==> config.mk <==
export PLATFORM = sky130hd
export DESIGN_NAME = dot_stream_top
export DESIGN_NICKNAME = d
export VERILOG_FILES = /design/src/dot_stream_pkg.sv /design/src/dot_stream_top.sv /design/src/dot_stream_mac.sv /design/src/handshake_buffer.sv
export VERILOG_INCLUDE_DIRS = /design/src
export SDC_FILE = /design/constraint.sdc
export NUM_CORES = 1
export LEC_CHECK = 0
export ABC_AREA = 0
export BUFFER_PORTS_ARGS = -buffer_cell sky130_fd_sc_hd__buf_2
export CAP_MARGIN = 40
export CORE_UTILIZATION = 40
export DETAILED_ROUTE_END_ITERATION = 7
export GPL_TIMING_DRIVEN = 0
export HOLD_SLACK_MARGIN = 0.03
export PLACE_DENSITY = 0.61
export SLEW_MARGIN = 25
export SYNTH_ARGS = -nofsm -noshare
export SYNTH_HDL_FRONTEND = slang
export SYNTH_SLANG_ARGS = --single-unit
==> constraint.sdc <==
create_clock -name clk_i -period 7.54 [get_ports clk_i]
set_input_delay 0.377 -clock clk_i [delete_from_list [all_inputs] [get_ports clk_i]]
set_output_delay 0.377 -clock clk_i [all_outputs]
set_load 0.005 [all_outputs]
==> src/dot_stream_defs.svh <==
`ifndef DOT_STREAM_DEFS_SVH
`define DOT_STREAM_DEFS_SVH

// Field widths shared by the package, the RTL and the testbench

// Tag carried by every A beat and returned with its result
`define DOT_TAG_W 4

// Signed sample on stream A
`define DOT_SAMPLE_W 16

// Signed coefficient on stream B
`define DOT_COEF_W 16

// Signed running sum
// A 32-bit product plus 8 guard bits covers vectors of up to 256 elements
`define DOT_ACC_W 40

`endif
==> src/dot_stream_pkg.sv <==
`include "dot_stream_defs.svh"

package dot_stream_pkg;

   // One beat of stream A
   // The tag rides along untouched and comes back with the matching result
   typedef struct packed {
      logic [`DOT_TAG_W-1:0]           tag;
      logic signed [`DOT_SAMPLE_W-1:0] sample;
   } sample_beat_t;

   // One beat of stream B
   // Last marks the final coefficient of a vector
   typedef struct packed {
      logic signed [`DOT_COEF_W-1:0] coef;
      logic                          last;
   } coef_beat_t;

   // Running sum of products
   typedef logic signed [`DOT_ACC_W-1:0] acc_t;

endpackage

==> src/dot_stream_top.sv <==
`timescale 1ns/10ps

`include "dot_stream_defs.svh"

// Streaming dot-product joiner
// Each input stream goes through its own one-entry buffer, then the joiner
// pairs the buffered beats and produces running sums
module dot_stream_top (
   input  logic                           clk_i,
   input  logic                           rst_i,

   // Stream A with tagged samples
   input  logic                           a_valid_i,
   output logic                           a_ready_o,
   input  logic [`DOT_TAG_W-1:0]          a_tag_i,
   input  logic signed [`DOT_SAMPLE_W-1:0] a_sample_i,

   // Stream B with coefficients
   input  logic                           b_valid_i,
   output logic                           b_ready_o,
   input  logic signed [`DOT_COEF_W-1:0]  b_coef_i,
   input  logic                           b_last_i,

   // Result stream
   output logic                           res_valid_o,
   input  logic                           res_ready_i,
   output logic [`DOT_TAG_W-1:0]          res_tag_o,
   output dot_stream_pkg::acc_t           res_acc_o,
   output logic                           res_last_o
);

   import dot_stream_pkg::*;

   // Beats entering the buffers
   sample_beat_t a_in_beat;
   coef_beat_t   b_in_beat;

   // Buffered beats on their way to the joiner
   sample_beat_t a_buf_beat;
   coef_beat_t   b_buf_beat;
   logic         a_buf_valid;
   logic         a_buf_ready;
   logic         b_buf_valid;
   logic         b_buf_ready;

   // Loose fields are packed into one payload per stream
   assign a_in_beat.tag    = a_tag_i;
   assign a_in_beat.sample = a_sample_i;
   assign b_in_beat.coef   = b_coef_i;
   assign b_in_beat.last   = b_last_i;

   handshake_buffer #(
      .payload_t (sample_beat_t)
   ) buf_a (
      .clk_i       (clk_i),
      .rst_i       (rst_i),
      .in_valid_i  (a_valid_i),
      .in_ready_o  (a_ready_o),
      .in_data_i   (a_in_beat),
      .out_valid_o (a_buf_valid),
      .out_ready_i (a_buf_ready),
      .out_data_o  (a_buf_beat)
   );

   handshake_buffer #(
      .payload_t (coef_beat_t)
   ) buf_b (
      .clk_i       (clk_i),
      .rst_i       (rst_i),
      .in_valid_i  (b_valid_i),
      .in_ready_o  (b_ready_o),
      .in_data_i   (b_in_beat),
      .out_valid_o (b_buf_valid),
      .out_ready_i (b_buf_ready),
      .out_data_o  (b_buf_beat)
   );

   // The joiner drives the result ports directly from its result register
   dot_stream_mac mac (
      .clk_i       (clk_i),
      .rst_i       (rst_i),
      .a_valid_i   (a_buf_valid),
      .a_ready_o   (a_buf_ready),
      .a_beat_i    (a_buf_beat),
      .b_valid_i   (b_buf_valid),
      .b_ready_o   (b_buf_ready),
      .b_beat_i    (b_buf_beat),
      .res_valid_o (res_valid_o),
      .res_ready_i (res_ready_i),
      .res_tag_o   (res_tag_o),
      .res_acc_o   (res_acc_o),
      .res_last_o  (res_last_o)
   );

endmodule

==> src/dot_stream_mac.sv <==
`timescale 1ns/10ps

`include "dot_stream_defs.svh"

// Multiply-accumulate joiner
// Pairs one A beat with one B beat in arrival order, multiplies them and adds
// the product to the running sum
// The sum restarts from zero on the pair after one that carried last
module dot_stream_mac (
   input  logic                        clk_i,
   input  logic                        rst_i,

   // Buffered stream A
   input  logic                        a_valid_i,
   output logic                        a_ready_o,
   input  dot_stream_pkg::sample_beat_t a_beat_i,

   // Buffered stream B
   input  logic                        b_valid_i,
   output logic                        b_ready_o,
   input  dot_stream_pkg::coef_beat_t  b_beat_i,

   // Result stream
   output logic                        res_valid_o,
   input  logic                        res_ready_i,
   output logic [`DOT_TAG_W-1:0]       res_tag_o,
   output dot_stream_pkg::acc_t        res_acc_o,
   output logic                        res_last_o
);

   import dot_stream_pkg::*;

   localparam int PROD_W = `DOT_SAMPLE_W + `DOT_COEF_W;

   // Result slot
   logic                     res_valid_q;
   logic [`DOT_TAG_W-1:0]    res_tag_q;
   acc_t                     res_acc_q;
   logic                     res_last_q;

   // Set when the next pair opens a new vector
   logic                     restart_q;

   // Pair handshake
   logic                     slot_free;
   logic                     fire;

   // Datapath
   logic signed [PROD_W-1:0] product;
   acc_t                     product_ext;
   acc_t                     acc_base;
   acc_t                     acc_next;

   // The slot can take a new result when empty or when its result leaves now
   assign slot_free = !res_valid_q || res_ready_i;

   // Both sides must be present, so A and B are always consumed together
   assign fire = a_valid_i && b_valid_i && slot_free;

   assign a_ready_o = fire;
   assign b_ready_o = fire;

   // Full-precision signed product
   assign product = $signed(a_beat_i.sample) * $signed(b_beat_i.coef);

   // Sign extension up to the accumulator width
   assign product_ext = {{(`DOT_ACC_W - PROD_W){product[PROD_W-1]}}, product};

   // The previous sum is dropped when the last pair closed a vector
   assign acc_base = restart_q ? '0 : res_acc_q;
   assign acc_next = acc_base + product_ext;

   // Control state of the result slot and the restart flag
   always_ff @(posedge clk_i or posedge rst_i) begin
      if (rst_i) begin
         res_valid_q <= 1'b0;
         restart_q   <= 1'b1;
      end else begin
         if (fire) begin
            res_valid_q <= 1'b1;
            restart_q   <= b_beat_i.last;
         end else if (res_ready_i) begin
            res_valid_q <= 1'b0;
         end
      end
   end

   // Result payload
   // The stored sum doubles as the accumulator for the next pair
   always_ff @(posedge clk_i) begin
      if (fire) begin
         res_tag_q  <= a_beat_i.tag;
         res_acc_q  <= acc_next;
         res_last_q <= b_beat_i.last;
      end
   end

   assign res_valid_o = res_valid_q;
   assign res_tag_o   = res_tag_q;
   assign res_acc_o   = res_acc_q;
   assign res_last_o  = res_last_q;

endmodule

==> src/handshake_buffer.sv <==
`timescale 1ns/10ps

// One-entry valid/ready buffer
// Ready is not registered, so the path from out_ready_i to in_ready_o stays combinational
// The buffer asserts in_ready_o whenever it is empty, which gives a pull-style
// interface where the upstream never waits on a valid from downstream
module handshake_buffer #(
   parameter type payload_t = logic [7:0]
) (
   input  logic     clk_i,
   input  logic     rst_i,

   // Upstream side
   input  logic     in_valid_i,
   output logic     in_ready_o,
   input  payload_t in_data_i,

   // Downstream side
   output logic     out_valid_o,
   input  logic     out_ready_i,
   output payload_t out_data_o
);

   // Occupancy of the single entry
   logic     data_valid_q;

   // Stored beat
   payload_t data_q;

   // A beat enters on this cycle
   logic     load;

   // The stored beat leaves on this cycle
   logic     drain;

   assign drain = data_valid_q && out_ready_i;
   assign load  = in_valid_i && in_ready_o;

   // An empty entry can always take a beat
   // A full entry can take one only when its beat leaves in the same cycle
   // and the upstream actually offers a new one
   always_comb begin
      in_ready_o = 1'b0;
      if (!data_valid_q) begin
         in_ready_o = 1'b1;
      end
      if (in_valid_i && drain) begin
         in_ready_o = 1'b1;
      end
   end

   // A load wins over a drain, so a beat that passes through in the same
   // cycle keeps the entry full
   always_ff @(posedge clk_i or posedge rst_i) begin
      if (rst_i) begin
         data_valid_q <= 1'b0;
      end else if (load) begin
         data_valid_q <= 1'b1;
      end else if (drain) begin
         data_valid_q <= 1'b0;
      end
   end

   // Payload register, written with every accepted beat
   always_ff @(posedge clk_i) begin
      if (load) begin
         data_q <= in_data_i;
      end
   end

   assign out_valid_o = data_valid_q;
   assign out_data_o  = data_q;

endmodule

[Word-level counts from Yosys, hierarchy flattened]
Cells that the tools add are included.
Cells by class
  add/subtract/negate cells: 1
  multipliers: 1
  multiplexer cells: 11
  reduce and logical (&&, ||, !) cells: 13
Operator list (count)
  adder 40 x 32 -> 40 bit: 1
  2-to-1 mux 40 bit: 1
  multiplier 16 x 16 -> 32 bit: 1
  2-to-1 mux 1 bit: 10
  logical AND 1 bit: 8
  nonzero test 2 bit: 3
  zero test 1 bit: 1
  logical OR 1 bit: 1
Storage, ports and cells
  flip-flop bits (word level): 86
  logic and storage cells: 37
  input bits: 42

[Logic depth before layout (Yosys ltp)]
  depth in word-level cells: 8
  gate-level depth with buffers: 25
  depth with buffers taken out: 23

[Modules after synthesis]
Synthesis repeated with hierarchy kept, for this count alone.
Unflattened totals
  cell total of the unflattened synthesis: 1489
  area total of the unflattened synthesis: 15243.4 µm²
By module, submodules not included
  dot_stream_mac: instances 1, area an instance 14022.2 µm², seq. area each 1402.6 µm², cells each 1438
  handshake_buffer (buf_a): instances 1, area an instance 655.6 µm², seq. area each 625.6 µm², cells each 27
  handshake_buffer (buf_b): instances 1, area an instance 565.5 µm², seq. area each 535.5 µm², cells each 24

[Least setup slack after synthesis]
OpenSTA, ideal clock, no wires.
  kind: flip-flop to flip-flop
  start point: reg buf_a.data_q (netlist bit buf_a.out_data_o[15])
  end point: reg mac.res_acc_q[39], in the netlist mac.res_acc_o[39], data pin
  buffers on the path: 2
  arrival: 6.377 ns
  stages on the path, launching flop included: 25
  setup slack: 0.905 ns
  clock period less this slack: 6.635 ns
  data required time: 7.282 ns
  setup time: 0.258 ns
  path through: edfxtp_1 -> clkbuf_1 -> nand2_1 -> inv_1 -> fa_1 -> inv_1 -> fa_1 -> inv_1 -> fa_1 -> inv_1 -> fa_1 -> inv_1 -> fa_1 -> inv_1 -> fa_1 -> inv_1 -> ha_1 -> buf_6 -> and3_4 -> nand4_1 -> or4_1 -> o21a_4 -> a211oi_4 -> o21ai_2 -> xnor2_1
On the way
  cells in the longest elaborated chain, start to end: 2
Ends and longest elaborated chain
  start: declaration: RTL line handshake_buffer.sv:28  | payload_t data_q;
  start signal: assignment: RTL line handshake_buffer.sv:67  | data_q <= in_data_i;
  multiplier 16 x 16 -> 32 bit: RTL line dot_stream_mac.sv:64  | assign product = $signed(a_beat_i.sample) * $signed(b_beat_i.coef);
  adder 40 x 32 -> 40 bit: RTL line dot_stream_mac.sv:71  | assign acc_next = acc_base + product_ext;
  named net mac.acc_next[39]: RTL line dot_stream_mac.sv:52  | acc_t acc_next;
  end signal: assignment: RTL line dot_stream_mac.sv:93  | res_acc_q <= acc_next;
  end: declaration: RTL line dot_stream_mac.sv:38  | acc_t res_acc_q;
The timed path passes the listed nets, and every way through them passes these cells.
A chain may end at the register's enable or synchronous reset.

[Worst setup path after layout]
  start point: reg buf_a.data_q (netlist bit buf_a.out_data_o[15])
  end point: reg mac.res_acc_q[37], in the netlist mac.res_acc_o[37], data pin
Same word-level chain as after synthesis.

==> flow_summary.toml <==
[detailed_routing]
drt-vias-per-instance = 4.834
vias = 10170
wl_per_cell_um = 18.20
drt_pass1_iterations = 5
drt_iter0_markers = 541
drt_wl_total_mm = 38.29
drc_errors = 0
ant_nets = 0

[grt]
grt_pass1_wl_mm = 63.00
track_usage_pct = 21.73
antenna_found_initial = 0
grt_pass1_vias = 11172
gr-total-overflow = 0
grt_max_degree = 46

[critical_path]
path_cells = "buf_2 > nand2_1 > inv_1 > fa_2 > inv_1 > fa_2 > inv_2 > fa_2 > inv_1 > fa_1 > inv_1 > fa_1 > inv_1 > fa_1 > inv_1 > ha_1 > buf_6 > and3_4 > nand4_1 > or4_1 > o21a_4 > a211oi_4 > or4_1 > nand3_1"
worst_r2r_endpoint = "mac.res_acc_o[37]"
path_delay_family = "adder cells"
crit_top_cell = "inv_1"
startpoint = "buf_a.out_data_o[15]"
slowest_stage = "fa_2"
crit_path_start_kind = "register"
cp_num_cells = 24
end_kind = "register"
critPathBufInv = 9
reg2reg_slack_ns = 0.39
critPathKind = "register to register"
worstSetupEndpoint = "mac.res_acc_o[37]"
regToRegStartpoint = "buf_a.out_data_o[15]"
arrival_ns = 7.28
reg2reg_depth = 24
crit_path_max_incr_delay_ns = 0.65
required_ns = 7.67
cp_max_fo = 10

[floorplanning]
die_y_um = 197.7
die_x_um = 197.7
num_rows = 71
initial_core_util_pct = 40.69
dieArea_um2 = 39100
core_area_um2 = 37670
ios = 90

[synthesis]
ys_seq_area_share_pct = 16.73
async_flop_share_pct = 4.651
synth_nets = 1965
syn_area_um2 = 15330
postSynthCellCount = 1478
yosysUniqueCellTypes = 68
synth_edf_count = 82
yosysWarnings = 0
synth-main-ff-cell = "edfxtp_1"
synth_area_per_cell_um2 = 10.37
ys_ff_latch = 86

[timing]
rsz0062_at_grt = "no"
fmax_mhz = 139.8
finalClockSkew_ns = 0.008657
slew_headroom_pct = 46.10
final.period_utilization_pct = 94.85
worst_slack_ns = 0.3886
tightest_slew_ns = 0.8085
slew_viol_final = 0
period_needed_ns = 7.151
setup_violations = 0
final_hold_viol_count = 0

[final_layout]
antenna_cells = 0
area_growth_pct = 9.968
layout-drive-gt1-share_pct = 10.36
final_common_cell = "inv_1"
fin_nets = 2075
fin_area_um2 = 16850
final_cell_mix = "inv_1, fa_1, nand2_1, and2_1, ha_1"

[hold_path]
holdCritPathClass = "primary input to register"

[cts]
cts-root-buf = "clkbuf_16"
cts_sinks = 86
numCtsBuffers = 9
clk_pin_slew_ns = 0.08
cts_max_level = 3
ctsLongestPathBuffers = 2
cts_tree = "yes"
insertion_delay_ns = 0.39

[placed_design]
hpwlAfterDp_mm = 33.07
place_congestion = 0.8992
portBuffers = 89
placed_area_um2 = 16470
place_ws_ns = -0.1243

[run]
maxCapViolations = 0

[run_status]
status = "complete, no violations"
[flip-flops by register name, summed over array words and instances, names as in the netlist]
signal	count
buf_b.out_data_o	17
buf_b.out_valid_o	1
mac.res_acc_o	40
mac.restart_q	1
mac.res_tag_o	4
mac.res_valid_o	1
buf_a.out_data_o	20
mac.res_last_o	1
buf_a.out_valid_o	1
[per-stage QoR]
stage	setup TNS [ns]	cells	utilization [%]	hold WS, ns
finish	0	2104	44.74	0.1576
detailed placement	-0.2310	2080	43.72	0.2748
CTS	0	2097	44.58	0.1375
floorplan	0	1478	-	0.1424
global route	0	2104	44.74	0.1472
global placement	-0.2960	2078	43.57	0.2602
[worst register-to-register path: cells and delay by family (launching register included)]
kind | cells | cell delay [ns]
buffers and inverters | 9 | 0.95
AOI/OAI and AO/OA | 2 | 0.55
adders and majority gates | 7 | 3.65
DFF | 1 | 0.51
and+or+nand+nor | 6 | 1.23
[per-layer routing]
metal	routed length [um]	vias up	share of wire [%]	global-route usage, %
met5	0	-	0	0
met4	1218	0	3.2	9.073
met3	1809	63	4.7	2.674
met2	18480	274	48	34.85
met1	16780	5200	44	29.85
li1	-	4633	-	-
[worst min-delay path by stage]
stage / start / endpoint / slack [ns] / cells after the start
after CTS: b_coef_i[14] / buf_b.out_data_o[15] / 0.14 / 1
after global placement: rst_i / mac.res_valid_o / 0.26 / 2
after floorplan: rst_i / buf_a.out_valid_o / 0.14 / 1
after detailed placement: rst_i / mac.res_valid_o / 0.27 / 2
final: b_coef_i[14] / buf_b.out_data_o[15] / 0.16 / 1
after global routing: b_coef_i[11] / buf_b.out_data_o[12] / 0.15 / 1
[cell usage after synthesis (2+ instances only)]
library cell / count / area [um2]
o21ai_1: 3 / 15.01
inv_1: 373 / 1400
ha_1: 115 / 1439
o211ai_2: 2 / 25.02
o21bai_1: 4 / 30.03
buf_6: 2 / 22.52
a21oi_2: 3 / 26.28
nand3_1: 7 / 35.03
a21oi_1: 33 / 165.2
clkbuf_1: 36 / 135.1
a21o_1: 11 / 82.58
nand4_1: 2 / 12.51
or3_1: 4 / 25.02
and2_1: 115 / 719.4
edfxtp_1: 82 / 2462
o21a_1: 3 / 22.52
o21ai_0: 13 / 65.06
xnor2_1: 28 / 245.2
nand2_1: 152 / 570.6
mux2_2: 2 / 22.52
nor2_1: 36 / 135.1
xor2_1: 10 / 87.58
a21boi_0: 2 / 15.01
buf_4: 2 / 15.01
nor2b_1: 38 / 237.7
or4_1: 3 / 22.52
nor3_1: 8 / 40.04
a31oi_1: 2 / 12.51
a211oi_2: 3 / 37.54
o211ai_1: 5 / 37.54
dfrtp_1: 3 / 75.07
fa_1: 330 / 6606
nand2b_1: 11 / 68.82
[logic make-up (layout without fill, tap and decap cells)]
family / count (synthesis) / count (layout) / share of synthesized area, %
xor+xnor: 38 / 38 / 2.172
mux: 3 / 3 / 0.2123
simple gates: 389 / 389 / 13.03
flops: 86 / 86 / 16.73
compound gates: 102 / 102 / 5.013
fa+ha+maj: 445 / 445 / 52.49
buf+inv: 415 / 530 / 10.35
[cell type report]
class	count	area [um2]
Fill cell	3638	20810
Multi-Input combinational cell	977	11210
Sequential cell	86	2564
Inverter	373	1406
Tap cell	511	639.4
Timing Repair Buffer	102	560.5
Clock buffer	9	225.2
Buffer	39	172.7
Clock inverter	7	80.08
[repair_timing]
action,in CTS,in global routing
setup buffers,1,9
hold endpoints to repair,3,0
pin swaps,1,2
hold buffers,1,0
gates resized for setup,2,8
setup endpoints to repair,3,3
Power is not shown: default switching activity piles up to over one toggle a cycle in this logic, so the estimate is an artifact.
